[config.mk]
export PLATFORM = sky130hd
export DESIGN_NAME = mem_client_driver
export DESIGN_NICKNAME = d
export VERILOG_FILES = /design/src/source/mem_driver_pkg.sv /design/src/source/mem_client_driver.sv
export SDC_FILE = /design/constraint.sdc
export NUM_CORES = 1
export LEC_CHECK = 0
export ABC_AREA = 1
export ABC_CLOCK_PERIOD_IN_PS = 1200
export CORE_AREA = 2 2 123 125
export CTS_CLUSTER_DIAMETER = 80
export CTS_CLUSTER_SIZE = 14
export DETAILED_ROUTE_END_ITERATION = 12
export DIE_AREA = 0 0 125 127
export DONT_BUFFER_PORTS = 1
export SLEW_MARGIN = 25
export SYNTH_ARGS = -nofsm -noshare
export SYNTH_HDL_FRONTEND = slang
export SYNTH_SLANG_ARGS = --single-unit
export TNS_END_PERCENT = 1
[constraint.sdc]
create_clock -name clk -period 1.2 [get_ports clk]
set_clock_uncertainty 0.1 [all_clocks]
set_input_delay 0 -clock clk [delete_from_list [all_inputs] [get_ports clk]]
set_output_delay 0 -clock clk [all_outputs]
set_load 0.05 [all_outputs]
[src/source/mem_driver_pkg.sv]
package mem_driver_pkg;

    // ================================================
    // Widths that carry a meaning
    // ================================================

    // Cache-line address covers a 1024-line memory
    typedef logic [9:0] line_addr_t;

    // One cache line of payload
    typedef logic [63:0] line_data_t;

    // Request tag carried alongside each request
    typedef logic [7:0] req_tag_t;

    // Request opcode stored in the top bit of the request word
    typedef enum logic
    {
        op_read  = 1'b0,
        op_write = 1'b1
    } req_op_t;

    // ================================================
    // Request word layout
    // ================================================

    // Fields are packed from the bottom up as data, address, tag and op
    localparam int req_data_lsb = 0;
    localparam int req_addr_lsb = req_data_lsb + $bits(line_data_t);
    localparam int req_tag_lsb = req_addr_lsb + $bits(line_addr_t);
    localparam int req_op_bit = req_tag_lsb + $bits(req_tag_t);
    localparam int req_word_width = req_op_bit + 1;

    // The request word that travels through the queue, 83 bits in all
    typedef logic [req_word_width-1:0] mem_req_t;

    // Odd starting tags so that a stuck or misaligned counter shows up quickly
    localparam req_tag_t read_tag_start = 8'd27;
    localparam req_tag_t write_tag_start = 8'd13;

endpackage

[src/source/mem_client_driver.sv]
module mem_client_driver
    import mem_driver_pkg::*;
(
    input  logic       clk,
    input  logic       reset,

    // Client read request
    input  line_addr_t read_req_addr,
    input  logic       read_req_enable,

    // Client write request
    input  line_addr_t write_addr,
    input  line_data_t write_data,
    input  logic       write_enable,

    // Back-pressure toward the client
    output logic       req_ready,
    input  logic       almost_full,

    // Request word toward the queue
    output logic       push,
    output mem_req_t   push_word,

    // Responses from the memory
    input  logic       rsp_valid,
    input  req_tag_t   rsp_tag,
    input  line_data_t rsp_data,
    input  logic       ack_valid,

    // Responses toward the client
    output logic       read_rsp_valid,
    output line_data_t read_rsp_data,
    output logic       write_ack,
    output logic       tag_error
);

    // Tag of the next read request, the next write request and the next read response
    req_tag_t read_req_tag;
    req_tag_t write_req_tag;
    req_tag_t rsp_tag_expected;

    // A write only goes out when no read claims the same cycle
    logic write_push;
    logic tag_mismatch;

    // ================================================
    // Request side
    // ================================================

    // Ready drops as soon as the queue reaches its almost-full level
    assign req_ready = !almost_full;

    assign write_push = write_enable && !read_req_enable;
    assign push = read_req_enable || write_enable;

    // Pack the request word, with the read taking priority on a conflict
    always_comb
    begin
        push_word = '0;
        if (read_req_enable)
        begin
            push_word[req_op_bit] = op_read;
            push_word[req_tag_lsb +: $bits(req_tag_t)] = read_req_tag;
            push_word[req_addr_lsb +: $bits(line_addr_t)] = read_req_addr;
        end
        else
        begin
            push_word[req_op_bit] = op_write;
            push_word[req_tag_lsb +: $bits(req_tag_t)] = write_req_tag;
            push_word[req_addr_lsb +: $bits(line_addr_t)] = write_addr;
            push_word[req_data_lsb +: $bits(line_data_t)] = write_data;
        end
    end

    // ================================================
    // Response side
    // ================================================

    // Responses pass straight through to the client in the cycle they arrive
    assign read_rsp_valid = rsp_valid;
    assign read_rsp_data = rsp_data;
    assign write_ack = ack_valid;

    // Reads come back in issue order, so each response must carry the next tag
    assign tag_mismatch = rsp_valid && (rsp_tag != rsp_tag_expected);

    // Each counter advances on its own event only
    always_ff @(posedge clk)
    begin
        if (reset)
        begin
            read_req_tag <= read_tag_start;
            write_req_tag <= write_tag_start;
            rsp_tag_expected <= read_tag_start;
        end
        else
        begin
            if (read_req_enable)
            begin
                read_req_tag <= read_req_tag + 1'b1;
            end

            if (write_push)
            begin
                write_req_tag <= write_req_tag + 1'b1;
            end

            if (rsp_valid)
            begin
                rsp_tag_expected <= rsp_tag_expected + 1'b1;
            end
        end
    end

    // Sticky error flag, cleared only by reset
    always_ff @(posedge clk)
    begin
        if (reset)
        begin
            tag_error <= 1'b0;
        end
        else if (tag_mismatch)
        begin
            tag_error <= 1'b1;
        end
    end

    // ================================================
    // Protocol checks
    // ================================================

    // A client may only issue while the queue has room beyond the slack
    assert property (@(posedge clk) disable iff (reset)
        (read_req_enable || write_enable) |-> req_ready)
        else $error("mem_client_driver: request issued while not ready");

    // Reads and writes share one queue and one push per cycle
    assert property (@(posedge clk) disable iff (reset)
        !(read_req_enable && write_enable))
        else $error("mem_client_driver: read and write enabled together");

    // The memory must return reads in the order the driver tagged them
    assert property (@(posedge clk) disable iff (reset)
        rsp_valid |-> (rsp_tag == rsp_tag_expected))
        else $error("mem_client_driver: read tag 0x%0h, expected 0x%0h",
            rsp_tag, rsp_tag_expected);

endmodule

# Word level (Yosys, flattened, before mapping)

Cells that the tools add are included.

Add/subtract/negate cells: 3
Multiply operators: 0
Div/mod/pow operators: 0
Order comparisons: 0
Equality and inequality tests: 1
Shift operators: 0
Muxes and demuxes: 2
Bitwise operators: 0
Reductions and logical operators: 5

Operators by type and width:

| cell                                                           | number |
|---|---|
| 64-bit 2-to-1 mux                                              | 1 |
| 8-bit by 1-bit adder with 8-bit output (second input constant) | 3 |
| 19-bit 2-to-1 mux                                              | 1 |
| 8-bit inequality test                                          | 1 |
| 1-bit logical AND                                              | 2 |
| 1-bit logical NOT                                              | 2 |
| 1-bit logical OR                                               | 1 |

Bits in registers: 25
Bits in latches: 0
Memory bits (writable): 0
Bits in read-only memories: 0
Bits of input ports: 163
Output and inout port bits: 152
Logic and storage cells: 15
Memories: 0

# Depth between registers and ports, before layout

Depth in word-level cells: 2
Gate-level depth with buffers: 8

# Worst setup path before layout

No wires, ideal clock.

Path kind: reg2out
Start point: register write_req_tag[3]
End point: output port push_word[77]
Arrival: 1.505 ns
Setup slack: -0.405 ns
Cell stages (with the launch flop): 3
Path buffers: 0
Cell sequence: dfxtp_1 inv_1 o21ai_0

Longest elaborated chain between the ends: 1

RTL lines:

| what                   | line                     | source |
|---|---|---|
| start, declared        | mem_client_driver.sv:39  | `req_tag_t write_req_tag;` |
| start signal, assigned | mem_client_driver.sv:93  | `write_req_tag <= write_tag_start;` |
| start signal, assigned | mem_client_driver.sv:105 | `write_req_tag <= write_req_tag + 1'b1;` |
| 19-bit 2-to-1 mux      | mem_client_driver.sv:60  | `if (read_req_enable)` |
| end, declared          | mem_client_driver.sv:22  | `output mem_req_t push_word,` |

Every way passes these cells.

# Worst setup path in the final report

Start point: register write_req_tag[1]
End point: register write_req_tag[6]

Longest elaborated chain between the ends: 1

RTL lines:

| what                                   | line |
|---|---|
| 8-bit by 1-bit adder with 8-bit output | mem_client_driver.sv:105 |

Every way passes these cells.
A chain may end at the register's enable or synchronous reset.

==> impl_metrics.env <==
export IMPL_holdWs_ns=-0.299
export IMPL_startpoint_type="flop"
export IMPL_globalplace_congestion=0.817
export IMPL_critPathArrivalTime_ns=1.33
export IMPL_die_h_um=127
export IMPL_layout_nets=679
export IMPL_area_growth_pct=49.9
export IMPL_fin_ws_ns=-0.0253
export IMPL_synth_adder_area_share=0.0153
export IMPL_max_cap_violations=0
export IMPL_synthesis_area_mm2=0.00245
export IMPL_die_area_mm2=0.0159
export IMPL_die_w_um=125
export IMPL_yosysUniqueCellTypes=27
export IMPL_grt_overflow_total=0
export IMPL_ys_warn_count=0
export IMPL_slew_headroom=0.643
export IMPL_ctsRootBufferMaster="clkbuf_16"
export IMPL_netlist_instances=427
export IMPL_swShare=0.476
export IMPL_diodes=0
export IMPL_grt_pass1_wl_um=12500
export IMPL_drive_gt1_frac=0.256
export IMPL_routedWlPerCell_um=12.8
export IMPL_synth_ff_type="dfxtp_1"
export IMPL_clkTransAtPathRegs_ns=0.06
export IMPL_syn_avg_cell_area_um2=5.73
export IMPL_worst_pin_slew_ns=0.534
export IMPL_postCtsSetupRepairBufs=0
export IMPL_cts_htree_levels=1
export IMPL_status="complete, but fails checks"
export IMPL_criticalPathCategory="reg2reg"
export IMPL_hold_path_class="in2reg"
export IMPL_num_fill_cells=1615
export IMPL_hpwl_um=6420
export IMPL_clockPowerShare=0.216
export IMPL_rsz0062_at_grt="yes"
export IMPL_synth_xor_area_frac=0.0179
export IMPL_grt_total_usage=0.0968
export IMPL_drt_initial_drc_count=66
export IMPL_fin_setup_tns_ns=-0.0470
export IMPL_drt_pass1_iter_count=4
export IMPL_synth_area_mux_share=0
export IMPL_vias=2659
export IMPL_fmax_mhz=816
export IMPL_combinationalPowerShare=0.527
export IMPL_cts_tree="yes"
export IMPL_postSynth_asyncResetShare=0
export IMPL_fin_crit_ns=1.23
export IMPL_hold_viol=21
export IMPL_vias_per_cell=3.82
export IMPL_drc=0
export IMPL_critPathCaptureType="flop"
export IMPL_fin_crit_sh=1.02
export IMPL_core_area_mm2=0.0144
export IMPL_failed_checks="hold timing, setup timing"
export IMPL_internal_power_mw=1.85
export IMPL_crit_fanout=4
export IMPL_synth_top_family_by_area="buffers and inverters"
export IMPL_final_common_cell="inv_1"
export IMPL_switchingPower_mw=1.68
export IMPL_cts_sinks=25
export IMPL_layout_common_cells="inv_1 (92), buf_4 (87), nand2_1 (78), nor2_1 (77), dlygate4sd3_1 (67)"
export IMPL_setup_viol=2
export IMPL_required_ns=1.31
export IMPL_port_buffers=0
export IMPL_p_seq_frac=0.257
export IMPL_power_density_mw_per_mm2=963
export IMPL_slew_viol_final=0
export IMPL_yosys_register_bits=25
export IMPL_synth_simple_area_share=0.308
export IMPL_synth_compound_area_share=0.0777
export IMPL_ant_nets=0
export IMPL_ys_seq_area_frac=0.204
export IMPL_io_pins=315
export IMPL_grt_pass1_vias=2385
export IMPL_cellLeakagePower_nw=2.01
export IMPL_grt_start_max_net_pins=91
export IMPL_syn_num_nets=593
export IMPL_clk_latency_ns=0.26
export IMPL_rows=44
export IMPL_synth_edf_count=0
export IMPL_vdd_drop_max_mv=0.496
export IMPL_seqCellArea_um2=519
export IMPL_routed_wirelength_um=8890
export IMPL_start_util=0.170
export IMPL_antenna_found_initial=0
export IMPL_multi_input_area_mm2=0.00108
export IMPL_cts_buffers=3
export IMPL_clock_path_buffers=2
[sequential cells by signal, summed over array words and instances, names as in the netlist]
register          cells
tag_error             1
read_req_tag          8
rsp_tag_expected      8
write_req_tag         8
[per-stage QoR]
stage                     total power [mW]  setup WS [ns]  cell area [µm²]  std cells   util
after floorplan                       2.43         -0.364             2450        427      -
after global placement                2.14        -0.0353             2820        625  0.195
after detailed placement              2.14        -0.0606             2820        625  0.195
after CTS                             3.53        -0.0164             3590        695  0.249
after global routing                  3.68         -0.124             3670        696  0.254
final                                 3.53        -0.0253             3670        696  0.254
[worst paths after layout]
check                                            to  depth (start not counted)              from  slack (ns)
worst min-delay path            rsp_tag_expected[2]                          1             reset       -0.30
worst max-delay path               write_req_tag[6]                          7  write_req_tag[1]       -0.03
worst max register to register     write_req_tag[6]                          7  write_req_tag[1]       -0.03
worst min register to register            tag_error                          2         tag_error        0.36
[power by group through the flow]
stage,Combinational (mW),Clock [mW],Sequential (mW)
global route,1.95,0.814,0.915
detailed placement,1.22,0,0.921
global placement,1.22,0,0.919
finish,1.86,0.762,0.909
CTS,1.84,0.782,0.904
floorplan,1.50,0,0.926
[final cells by class]
class	count	area share
Inverter	97	0.0996
Timing Repair Buffer	160	0.379
Tap cell	184	0.0627
Multi-Input combinational cell	226	0.296
Clock buffer	4	0.0215
Sequential cell	25	0.141
[cell families (layout without fill, tap and decap cells)]
group,Yosys count,count (layout)
buffers and inverters,176,261
flip-flops,25,25
adder cells (fa/ha/maj),3,3
XOR/XNOR,5,5
AND/OR/NAND/NOR,181,181
AO/OA/AOI/OAI,37,37
[what timing repair did]
| action | CTS | global route |
|---|---|---|
| pin swaps | 0 | 7 |
| gates resized for setup | 11 | 23 |
| endpoints found under the hold margin | 88 | 21 |
| endpoints found under the setup margin | 7 | 16 |
| hold buffers | 66 | 1 |
[critical path: stages, from the launching register on]
cell and delay [ns]:
dfxtp_4 0.37, ha_4 0.14, nand2_4 0.05, nor3_4 0.23, nand3_1 0.10, nand2_1 0.06
inv_1 0.03, nor2_1 0.08
[per-layer routing]
| layer | wire length [µm] | global-route usage | vias to the layer above |
|---|---|---|---|
| met5 | 0 | 0 | - |
| met1 | 3550 | 0.117 | 1159 |
| met3 | 899 | 0.0398 | 5 |
| met2 | 4390 | 0.167 | 146 |
| li1 | - | - | 1349 |
| met4 | 46 | 0.0118 | 0 |
[Yosys cell counts, types with 3 or more instances]
library cell  number  share of area
a21oi_1           13          0.027
buf_2              5          0.010
buf_4             66           0.20
clkbuf_1           7          0.011
dfxtp_1           25           0.20
ha_1               3          0.015
inv_1             94           0.14
nand2_1           79           0.12
nand3_1            8          0.016
nor2_1            77           0.12
nor2_2             3         0.0077
nor3_1             5          0.010
o21ai_0           21          0.043
xnor2_1            4          0.014
Note: power is estimated with default switching activity, not from simulation.
