===== src/source/mem_driver_pkg.sv =====
package mem_driver_pkg;

    // ================================================
    // Widths that carry a meaning
    // ================================================

    // Cache-line address covers a 1024-line memory
    typedef logic [9:0] line_addr_t;

    // One cache line of payload
    typedef logic [63:0] line_data_t;

    // Request tag carried alongside each request
    typedef logic [7:0] req_tag_t;

    // Request opcode stored in the top bit of the request word
    typedef enum logic
    {
        op_read  = 1'b0,
        op_write = 1'b1
    } req_op_t;

    // ================================================
    // Request word layout
    // ================================================

    // Fields are packed from the bottom up as data, address, tag and op
    localparam int req_data_lsb = 0;
    localparam int req_addr_lsb = req_data_lsb + $bits(line_data_t);
    localparam int req_tag_lsb = req_addr_lsb + $bits(line_addr_t);
    localparam int req_op_bit = req_tag_lsb + $bits(req_tag_t);
    localparam int req_word_width = req_op_bit + 1;

    // The request word that travels through the queue, 83 bits in all
    typedef logic [req_word_width-1:0] mem_req_t;

    // Odd starting tags so that a stuck or misaligned counter shows up quickly
    localparam req_tag_t read_tag_start = 8'd27;
    localparam req_tag_t write_tag_start = 8'd13;

endpackage


===== src/source/mem_req_queue.sv =====
module mem_req_queue
    import mem_driver_pkg::*;
#(
    parameter int unsigned queue_depth = 8,
    parameter int unsigned almost_full_slack = 2
)
(
    input  logic     clk,
    input  logic     reset,

    // Write side, fed by the driver
    input  logic     push,
    input  mem_req_t push_word,
    output logic     almost_full,

    // Read side, drained by the memory
    input  logic     pop,
    output mem_req_t head_word,
    output logic     not_empty
);

    localparam int ptr_w = (queue_depth > 1) ? $clog2(queue_depth) : 1;
    localparam int count_w = $clog2(queue_depth + 1);

    // Occupancy levels in the width of the count register
    localparam logic [count_w-1:0] full_level = count_w'(queue_depth);
    localparam logic [count_w-1:0] almost_full_level = count_w'(queue_depth - almost_full_slack);
    localparam logic [ptr_w-1:0] last_slot = ptr_w'(queue_depth - 1);

    // Storage holds payload only and needs no reset
    mem_req_t storage [queue_depth];

    logic [ptr_w-1:0] wr_ptr;
    logic [ptr_w-1:0] rd_ptr;
    logic [count_w-1:0] count;
    logic full;

    assign full = (count == full_level);
    assign not_empty = (count != '0);

    // Ready to the client falls while almost_full_slack slots are still free
    assign almost_full = (count >= almost_full_level);

    // The head is visible combinationally so the memory can pop it at once
    assign head_word = storage[rd_ptr];

    always_ff @(posedge clk)
    begin
        if (push)
        begin
            storage[wr_ptr] <= push_word;
        end
    end

    // Pointers wrap explicitly so that any depth works, not just powers of two
    always_ff @(posedge clk)
    begin
        if (reset)
        begin
            wr_ptr <= '0;
            rd_ptr <= '0;
            count <= '0;
        end
        else
        begin
            if (push)
            begin
                wr_ptr <= (wr_ptr == last_slot) ? '0 : wr_ptr + 1'b1;
            end

            if (pop)
            begin
                rd_ptr <= (rd_ptr == last_slot) ? '0 : rd_ptr + 1'b1;
            end

            // Simultaneous push and pop leave the occupancy unchanged
            if (push && !pop)
            begin
                count <= count + 1'b1;
            end
            else if (pop && !push)
            begin
                count <= count - 1'b1;
            end
        end
    end

    // The driver's back-pressure must keep a full queue from seeing a push
    assert property (@(posedge clk) disable iff (reset) push |-> !full)
        else $error("mem_req_queue: push into a full queue");

    // The memory may only pop while something is queued
    assert property (@(posedge clk) disable iff (reset) pop |-> not_empty)
        else $error("mem_req_queue: pop from an empty queue");

endmodule


===== config.mk =====
export PLATFORM = sky130hd
export DESIGN_NAME = mem_req_queue
export DESIGN_NICKNAME = d
export VERILOG_FILES = /design/src/source/mem_driver_pkg.sv /design/src/source/mem_req_queue.sv
export SDC_FILE = /design/constraint.sdc
export NUM_CORES = 1
export LEC_CHECK = 0
export BUFFER_PORTS_ARGS = -buffer_cell sky130_fd_sc_hd__buf_4
export CAP_MARGIN = 30
export CORE_ASPECT_RATIO = 1.75
export CORE_MARGIN = 2
export CORE_UTILIZATION = 55
export CTS_CLUSTER_DIAMETER = 100
export CTS_CLUSTER_SIZE = 10
export DETAILED_ROUTE_END_ITERATION = 6
export GPL_ROUTABILITY_DRIVEN = 0
export PLACE_DENSITY = 0.85
export SLEW_MARGIN = 10
export SYNTH_ARGS = -nofsm -noshare
export SYNTH_HDL_FRONTEND = slang
export SYNTH_SLANG_ARGS = --single-unit

===== constraint.sdc =====
create_clock -name clk -period 19.8 [get_ports clk]
set_input_delay 3.96 -clock clk [delete_from_list [all_inputs] [get_ports clk]]
set_output_delay 3.96 -clock clk [all_outputs]
set_load 0.01 [all_outputs]

Yosys cells after proc, flatten, opt, wreduce, memory -nomap -nowiden
Memories as Yosys holds them, arrays and structs flattened. A register that Yosys moved wholly into a read port is not among the register bits.
Cells that the tools add are included.
{ "word_totals": {"output_inout_bits": 85, "memories": 1, "ff_bits": 10, "ramBits": 664, "word_cells": 25} }
{ "classes": {"add_sub_neg": 4, "mux": 8, "n_reduce_logical": 6, "order_cmp": 1, "n_eq_ne": 2} }
{ "memory_table": {"columns": ["memory", "depth", "width", "read_ports", "rd_ports_with_merged_regs", "write_ports", "line_no", "source"], "rows": [
  ["storage", 8, 83, 1, 1, 1, "mem_req_queue.sv:31", "mem_req_t storage [queue_depth];"]
]} }
{ "ops": {"columns": ["cell", "n"], "rows": [
  ["$mux W3", 4],
  ["$mux W4", 2],
  ["$add A3 B1 Y3 const B", 2],
  ["$eq A3 B3 Y1 const B", 2],
  ["$add A4 B1 Y4 const B", 1],
  ["$ge A4 B3 Y1 const B", 1],
  ["$reduce_bool A4 Y1", 1],
  ["$sub A4 B1 Y4 const B", 1],
  ["$logic_and A1 B1 Y1", 2],
  ["$logic_not A1 Y1", 2],
  ["$mux W1", 2],
  ["$reduce_bool A2 Y1", 1]
]} }

Longest topological paths before layout
Gate-level depths: netlist (run 1).
{ "depth": {"word_depth": 4, "depth_mapped": 8, "mapped_depth_nobuf": 8} }

Worst setup path before layout (run 1)
Ideal clock, no wire load.
{ "synth_timing": {"kind": "input to register", "from": "input push", "to": "memory storage[0][0] (netlist bit), enable pin", "setup_slack_ps": 9479, "n_path_buf": 0, "arrival_time_ps": 9694, "stages": 2, "setup_time_ps": 626, "cell_sequence": "nand2b_1 nor3_1"} }
{ "synth_between": {"elab_chain_cells": 2} }
{ "synth_rtl": {"columns": ["element", "line_no", "source"], "rows": [
  ["from (decl)", "mem_req_queue.sv:12", "input logic push,"],
  ["$mux W1", "mem_req_queue.sv:49", "if (push)"],
  ["$mux W1 (implied by the code)", "mem_req_queue.sv:51", "storage[wr_ptr] <= push_word;"],
  ["to (decl)", "mem_req_queue.sv:31", null]
]} }
No other way between the ends.

==> out/summary.txt, run 1 <==
Leak -> 9.52 nW
Area Overhead vs Synth -> 16.0%
CORE AREA -> 45,900 sq um
Unrepaired setup endpoints after global routing -> no
Switching Fraction -> 20.4%
CTS Sinks -> 677
Min Tclk post-route -> 7.67 ns
CP arrival -> 3.71 ns
Status -> finished, final reports clean
Startpoint Class -> flip-flop
Antenna viol nets, final -> 0
WL per Instance -> 27.3 um
Number of global-route vias before repair -> 12,400
NetSw -> 0.620 mW
Post-Route Setup TNS -> 0 ns
Fmax -> 130 MHz
P per Cell Area -> 103 nW/um^2
Clk_lat worst skew -> 0.58 ns
Syn Std Cell Area -> 25,600 sq um
GRT overflow -> 0
Routed vias -> 11,400
WHS -> 0.533 ns
Cell row count -> 104
GRT Total Usage -> 21.2%
Max VDD drop -> 97.2 uV
Seq cells post-synth -> 677
Logic pwr share -> 7.2%
Max-slew violations -> 0
Share of cells above drive strength 1 -> 42.2%
Worst Skew -> 0.0103 ns
Global-route wire length before repair -> 75,600 um
Cell Int Power -> 2.43 mW
Postcts setup bufs -> 0
Syn Nets -> 1,129
TritonCTS Buffers -> 77
Drt total wl -> 51,100 um
Die height -> 289 um
Seq pwr share -> 53.2%
DRC violations left -> 0
Avg Inst Size Synth -> 24.7 sq um
Worst setup EP type -> output port
Clock network fraction of total power -> 39.6%
Die area -> 48,300 sq um
Slew HR -> 39.8%
Initial core utilization -> 55.6%
Setup-failing EPs final -> 0
Min-Delay Path Class -> reg -> reg
CTS tree -> built
Max_cap viols -> 0
Clock Root Buffer -> clkbuf_16
Largest net degree at the start of global routing -> 55
Ys Warns -> 0
Drt pass-1 iters -> 5
CTS H-tree lvls -> 3
Final Hold Viols -> 0
Via density -> 6.13
Resized Gates After CTS -> 0
Worst EP required -> 15.84 ns
Library cells used by synthesis -> 25
Antenna violations before repair -> 5
# IOs -> 172
IO buf count -> 171
Cells after synthesis -> 1,034
CTS max path bufs -> 3
Crit Path Class -> reg -> out
CTS clock-pin slew for the worst setup and hold paths -> 0.06 ns
Final #Nets -> 1,356
DRT iter0 DRCs -> 1,162
Final HPWL DP -> 27,600 um
Seq/Total Area, Yosys -> 79.0%
Hold_buf cts -> 0
Crit path max fanout -> 45
Tightest Pin Transition -> 0.903 ns
Fin crit share -> 38.8%
Die width -> 167 um
-- logic make-up (layout without fill, tap and decap cells) --
kind of cell	after synthesis	in the layout	share of synthesized area (%)
buf+inv	51	298	1.24
flops	677	677	79.0
simple gates	34	34	0.573
xor+xnor	2	2	0.0686
other cells	0	5	0
compound gates	9	9	0.201
fa+ha+maj	8	8	0.421
mux	253	253	18.4
-- metrics by stage --
step / cells / power [mW] / instance area (sq um) / worst slack, ns / utilization [%]
2_1_floorplan: 1034 / 1.78 / 25600 / 9.48 / -
3_3_place_gp: 1762 / 1.86 / 27500 / 12.29 / 59.9
3_5_place_dp: 1764 / 1.87 / 27500 / 12.24 / 60.0
4_1_cts: 1863 / 3.07 / 29600 / 11.63 / 64.5
5_1_grt: 1869 / 3.14 / 29700 / 11.78 / 64.6
6_report: 1869 / 3.05 / 29700 / 12.13 / 64.6
-- power by group through the flow --
stage                     sequential, mW  combinational [mW]  clock, mW
after floorplan                     1.65               0.130          0
after global placement              1.65               0.212          0
after detailed placement            1.65               0.220          0
after CTS                           1.62               0.222       1.23
after global routing                1.62               0.234       1.28
final                               1.62               0.219       1.21
-- synth_stat cells, drive strengths merged --
cell / count / share of area [%]
nand2b: 3 / 0.073
fa: 1 / 0.078
nand3: 1 / 0.020
a211oi: 1 / 0.029
a21oi: 6 / 0.12
a31oi: 1 / 0.024
nor2b: 1 / 0.024
xor2: 1 / 0.034
clkbuf: 22 / 0.32
buf: 26 / 0.87
a21o: 1 / 0.029
inv: 3 / 0.044
ha: 7 / 0.34
nor3: 3 / 0.059
mux4: 166 / 15
edfxtp: 664 / 78
mux2: 84 / 3.7
mux2i: 3 / 0.12
nor2: 21 / 0.31
nand2: 4 / 0.059
xnor2: 1 / 0.034
or4: 1 / 0.029
dfxtp: 13 / 1.0
-- registers in the layout (all words and copies together) (netlist names), named ones only --
register  cells
rd_ptr        3
count         4
storage     664
wr_ptr        3
-- final cells by class --
| class | count | area (sq um) |
|---|---|---|
| Sequential cell | 677 | 20200 |
| Antenna cell | 5 | 12.5 |
| Timing Repair Buffer | 196 | 1530 |
| Fill cell | 2854 | 16300 |
| Clock inverter | 6 | 56.3 |
| Inverter | 3 | 11.3 |
| Multi-Input combinational cell | 306 | 5090 |
| Tap cell | 583 | 729 |
| Clock buffer | 93 | 2010 |
-- worst max-delay path: stages, from the launching register on --
cell and delay [ns]:
dfxtp_4 0.64, buf_4 0.76, buf_4 0.35, buf_16 0.32, mux4_2 0.57, mux2_2 0.30
buf_4 0.15
-- routing by layer --
layer,up-vias,global-route usage [%],wire (um)
met5,-,0,27
met4,4,9.01,1570
li1,4837,-,-
met3,94,4.84,3320
met1,6052,25.7,18500
met2,462,37.1,27600
-- cell usage in the layout, fill, tap and decap left out, types with 2 or more instances in the layout --
| cell type | n |
|---|---|
| a21oi_1 | 6 |
| buf_16 | 3 |
| buf_4 | 193 |
| clkbuf_1 | 15 |
| clkbuf_16 | 78 |
| dfxtp_1 | 10 |
| dfxtp_4 | 3 |
| diode_2 | 5 |
| edfxtp_1 | 664 |
| ha_1 | 7 |
| inv_1 | 3 |
| inv_6 | 4 |
| mux2_2 | 84 |
| mux2i_1 | 3 |
| mux4_2 | 166 |
| nand2_1 | 4 |
| nand2b_1 | 3 |
| nor2_1 | 15 |
| nor2_4 | 6 |
| nor3_2 | 2 |
-- path summary, 6_finish.rpt --
check,cells after the start,to,slack [ns],startpoint
setup reg to reg,4,storage[0][70],17.24,wr_ptr[0]
setup / recovery,6,head_word[38],12.13,flip-flop
hold reg to reg,2,flip-flop,0.53,rd_ptr[2]
hold / removal,2,flip-flop,0.53,rd_ptr[2]
Power figures use the tool's default switching activity.
==> run 2: changes to the inputs <==
- CORE_UTILIZATION: 55 -> 54
- PLACE_DENSITY: 0.85 -> 0.86
- clock period: 19.8 -> 6.9 ns (I/O delays scaled with it)
==> run 2 against run 1 <==
Against the previous run: register-to-register slack got worse by 12 ns; worst hold slack improved by 0.012 ns; combinational power increased to 2.8 times the previous value; via count decreased by 0.68%; sequential power increased to 2.9 times the previous value; clock power increased to 2.9 times the previous value; critical path depth decreased by 2; highest routed layer unchanged.
==> out/summary.txt, run 2 (synthesis gave the netlist of run 1 again) <==
Slowest CP cell -> dfxtp_4
Share of cells above drive strength 1 -> 42.2% (-0.057 points)
Drt pass-1 iters -> 6 (+1)
CTS max path bufs -> 3 (unchanged)
Unrepaired setup endpoints after global routing -> no
DRT iter0 DRCs -> 869 (-25%)
Die width -> 168 um (+0.90%)
Fin crit share -> 67.3%
Worst slack, placed -> 2.76 ns (-9.47 ns)
Max VDD drop -> 201 uV (+110%)
Final worst slack -> 2.25 ns (-9.87 ns)
Most common cell after layout, fill and taps aside -> edfxtp_1
CP cell instances -> buf_4 -> mux4_2 -> mux2_2 -> buf_4
Initial core utilization -> 54.6% (-0.99 points)
Largest net degree at the start of global routing -> 67 (+22%)
Cell row count -> 105 (+0.96%)
CTS clock-pin slew for the worst setup and hold paths -> 0.05 ns (about the same)
Resized Gates After CTS -> 0 (unchanged)
# IOs -> 172 (unchanged)
Status -> finished, final reports clean
Startpoint Class -> flip-flop
Routed vias -> 11,400 (-0.68%)
Via density -> 6.08 (-0.79%)
Antenna violations before repair -> 6 (+1)
Largest Register -> storage
Clk_lat worst skew -> 0.59 ns (about the same)
Slew HR -> 38.6% (-1.2 points)
Fin cells -> 1,871 (+0.11%)
GRT overflow -> 0 (unchanged)
P per Cell Area -> 295 nW/um^2 (+190%)
Worst setup EP type -> output port
Total power -> 8.75 mW (+190%)
DRC violations left -> 0 (unchanged)
Hold_buf cts -> 0 (unchanged)
Max-slew violations -> 0 (unchanged)
Crit path largest cell delay -> 0.92 ns (+0.16 ns)
CTS H-tree lvls -> 3 (unchanged)
Setup-failing EPs final -> 0 (unchanged)
Clock Root Buffer -> clkbuf_16
CORE AREA -> 46,800 sq um (+1.8%)
WL per Instance -> 27.1 um (-0.79%)
Antenna viol nets, final -> 0 (unchanged)
IO buf count -> 171 (unchanged)
Die height -> 292 um (+0.91%)
Drt total wl -> 50,700 um (-0.69%)
Largest regs -> storage (664), count (4)
Max reg flops -> 664 (unchanged)
Clock network fraction of total power -> 39.8% (+0.2 points)
Cell Int Power -> 6.97 mW (+190%)
Seq pwr share -> 53.2% (about the same)
GRT Total Usage -> 21.1% (-0.12 points)
Min Tclk post-route -> 4.65 ns
DP Cell Count -> 1,768 (+0.23%)
Worst EP required -> 5.52 ns (-10.32 ns)
Min-Delay Path Class -> reg -> reg
Tightest Pin Transition -> 0.921 ns (+0.0176 ns)
Most frequent cells in the layout -> 664 x edfxtp_1, 193 x buf_4, 166 x mux4_2
Crit path max fanout -> 42 (-6.7%)
Max_cap viols -> 0 (unchanged)
Final #Nets -> 1,354 (-0.15%)
Crit Path Class -> reg -> out
Final Hold Viols -> 0 (unchanged)
Final HPWL DP -> 26,800 um (-2.9%)
CTS Sinks -> 677 (unchanged)
Area Overhead vs Synth -> 15.9% (about the same)
TritonCTS Buffers -> 77 (unchanged)
Switching Fraction -> 20.3% (-0.048 points)
NetSw -> 1.78 mW (+190%)
CTS tree -> built
CP arrival -> 3.27 ns (-0.44 ns)
Leak -> 9.50 nW (-0.25%)
Worst Skew -> 0.0189 ns (+0.00861 ns)
Fmax -> 215 MHz
Number of global-route vias before repair -> 12,600 (+1.7%)
Die area -> 49,100 sq um (+1.8%)
Post-Route Setup TNS -> 0 ns (unchanged)
Logic pwr share -> 7.0% (-0.2 points)
Global-route wire length before repair -> 76,000 um (+0.46%)
Crit path top cell by count -> buf_4
Postcts setup bufs -> 0 (unchanged)
## run 2: cell type report
type / count / area [sq um]
Clock buffer: 93 / 2030
Antenna cell: 5 / 12.5
Multi-Input combinational cell: 306 / 5100
Timing Repair Buffer: 194 / 1470
Tap cell: 588 / 736
Fill cell: 3027 / 17100
Sequential cell: 677 / 20200
Clock inverter: 5 / 55.1
Inverter: 3 / 11.3
## run 2: path summary, 6_finish.rpt
| kind | to | from | slack, ns | cells after the start |
|---|---|---|---|---|
| setup / recovery | head_word[72] | flip-flop | 2.25 | 4 |
| hold / removal | flip-flop | rd_ptr[1] | 0.54 | 2 |
| setup reg to reg | storage[4][48] | wr_ptr[2] | 4.90 | 3 |
| hold reg to reg | flip-flop | rd_ptr[1] | 0.54 | 2 |
## run 2: through the flow
stage | utilization (%) | area (sq um) | hold slack [ns]
2_1_floorplan | - | 25600 | 0.490
3_3_place_gp | 58.9 | 27500 | 0.523
3_5_place_dp | 58.9 | 27500 | 0.537
4_1_cts | 63.3 | 29600 | 0.555
5_1_grt | 63.3 | 29600 | 0.579
6_report | 63.3 | 29600 | 0.545
## run 2: power by group through the flow
stage / Clock [mW] / Combinational (mW) / Sequential (mW)
after global routing: 3.69 / 0.660 / 4.66
after detailed placement: 0 / 0.621 / 4.74
after CTS: 3.54 / 0.627 / 4.66
after floorplan: 0 / 0.373 / 4.72
after global placement: 0 / 0.603 / 4.73
final: 3.48 / 0.614 / 4.66
## run 2: per-layer routing
layer	track usage, %	wire length [um]	up-vias
met2	36.8	27200	408
met4	9.36	1530	2
met1	25.6	19100	6037
met3	4.30	2890	97
li1	-	-	4827
met5	0	14	-
## run 2: critical path, delay by kind of cell (launching register included)
family | cells | cell delay [ns]
mux | 2 | 0.93
buf+inv | 2 | 0.83
flops | 1 | 0.92
==> run 3: changes to the inputs <==
- clock period: 6.9 -> 3.86 ns (I/O delays scaled with it)
==> run 3 against run 2 <==
Against the previous run: critical path depth did not move; final area up 1.5%; utilization up 0.96 points; via count rose by 1.7%; first-iteration DRC count up 14%; sequential power rose by 79%; register-to-register slack lost 3.2 ns; clock power increased by 81%; critical path type unchanged; largest cell class unchanged.
==> out/summary.txt, run 3 (synthesis gave the netlist of run 1 again) <==
Drt total wl -> 52,300 um (+3.1%)
Setup-failing EPs final -> 0 (unchanged)
DRC violations left -> 0 (unchanged)
Drt pass-1 iters -> 5 (-1)
Status -> finished, final reports clean
Postcts setup bufs -> 0 (unchanged)
CTS clock-pin slew for the worst setup and hold paths -> 0.05 ns (about the same)
Worst EP required -> 3.09 ns (-2.43 ns)
GRT Total Usage -> 21.7% (+0.55 points)
TritonCTS Buffers -> 77 (unchanged)
Tightest Pin Transition -> 0.777 ns (-0.144 ns)
Final #Nets -> 1,371 (+1.3%)
CTS max path bufs -> 3 (unchanged)
Fin util -> 64.3% (+0.96 points)
Max VDD drop -> 418 uV (+110%)
Resized Gates After CTS -> 0 (unchanged)
WHS -> 0.403 ns (-0.142 ns)
Clock Root Buffer -> clkbuf_16
# IOs -> 172 (unchanged)
Most frequent cells in the layout -> 664 x edfxtp_1, 188 x buf_4, 166 x mux4_2
Final Hold Viols -> 0 (unchanged)
Via density -> 6.12 (+0.67%)
Most common cell after layout, fill and taps aside -> edfxtp_1
Initial core utilization -> 54.6% (unchanged)
Hold_buf cts -> 0 (unchanged)
WL per Instance -> 27.6 um (+2.0%)
Fin crit share -> 91.9%
Die height -> 292 um (unchanged)
CTS H-tree lvls -> 3 (unchanged)
Startpoint Class -> flip-flop
IO buf count -> 171 (unchanged)
Min-Delay Path Class -> in -> reg
Crit path max fanout -> 32 (-24%)
Cell row count -> 105 (unchanged)
Fmax -> 282 MHz
Antenna viol nets, final -> 0 (unchanged)
Routed vias -> 11,600 (+1.7%)
CTS tree -> built
Max_cap viols -> 0 (unchanged)
Largest net degree at the start of global routing -> 81 (+21%)
Max-slew violations -> 0 (unchanged)
Slew HR -> 48.1% (+9.5 points)
Worst setup EP type -> output port
CP arrival -> 2.78 ns (-0.49 ns)
CORE AREA -> 46,800 sq um (unchanged)
Final HPWL DP -> 29,200 um (+9.0%)
CTS Sinks -> 677 (unchanged)
DP Area -> 27,900 sq um (+1.5%)
Die area -> 49,100 sq um (unchanged)
Antenna violations before repair -> 8 (+2)
Area Overhead vs Synth -> 17.7%
Number of global-route vias before repair -> 12,900 (+2.4%)
Min Tclk post-route -> 3.55 ns
Worst Skew -> 0.0263 ns (+0.00736 ns)
Share of cells above drive strength 1 -> 43.0% (+0.80 points)
Largest Register -> storage
Crit Path Class -> reg -> out
Unrepaired setup endpoints after global routing -> no
Largest regs -> storage (664), count (4)
DRT iter0 DRCs -> 994 (+14%)
Design Area, Final -> 30,100 sq um (+1.5%)
P per Cell Area -> 525 nW/um^2 (+78%)
Max reg flops -> 664 (unchanged)
Leak -> 9.67 nW (+1.8%)
Die width -> 168 um (unchanged)
Clk_lat worst skew -> 0.60 ns (about the same)
Global-route wire length before repair -> 77,900 um (+2.6%)
GRT overflow -> 0 (unchanged)
-- run 3: cell count changes in the layout (fill, tap and decap cells not counted) --
| cell | previous run | this run |
|---|---|---|
| buf_12 | 1 | 23 |
| buf_4 | 193 | 188 |
| clkbuf_16 | 79 | 81 |
| diode_2 | 5 | 7 |
| inv_6 | 2 | 1 |
-- run 3: worst max-delay path: stages (launching register included) --
cell     delay [ns]
dfxtp_4        0.80
buf_12         0.34
mux4_2         0.55
mux2_2         0.30
buf_4          0.15
-- run 3: path summary, 6_finish.rpt --
check	slack, ns	to	cells after the start	startpoint
worst min register to register	0.55	flip-flop	2	rd_ptr[2]
worst min-delay path	0.40	storage[5][39]	1	push_word[39]
worst max-delay path	0.31	head_word[0]	4	flip-flop
worst max register to register	1.75	storage[2][71]	3	wr_ptr[0]
-- run 3: where the power goes --
group	internal (mW)	switching (mW)
Clock	3.74	2.58
Combinational	0.606	0.554
Sequential	8.24	0.0788
-- run 3: cell type report --
cell class	instances	area [sq um]
diodes	7	17.5
clock buffers	95	2080
clock inverters	4	46.3
fillers	2904	16700
inverters	3	11.3
multi-input cells	306	5100
flip-flops and latches	677	20200
well taps	588	736
repair buffers	211	1870
-- run 3: per-layer routing --
layer	up-vias	global-route usage [%]	wire, um
met4	2	9.13	1730
met5	-	0	13
met2	440	38.6	28500
li1	4870	-	-
met3	91	4.30	2900
met1	6166	25.7	19200
-- run 3: per-stage QoR --
stage	total power [mW]	std cells	setup TNS, ns	worst slack (ns)
2_1_floorplan	9.10	1034	-629.56	-1.03
6_report	15.8	1891	0	0.312
3_5_place_dp	9.63	1785	0	0.871
4_1_cts	15.9	1884	0	0.243
5_1_grt	16.3	1891	0	0.164
3_3_place_gp	9.58	1785	0	0.918
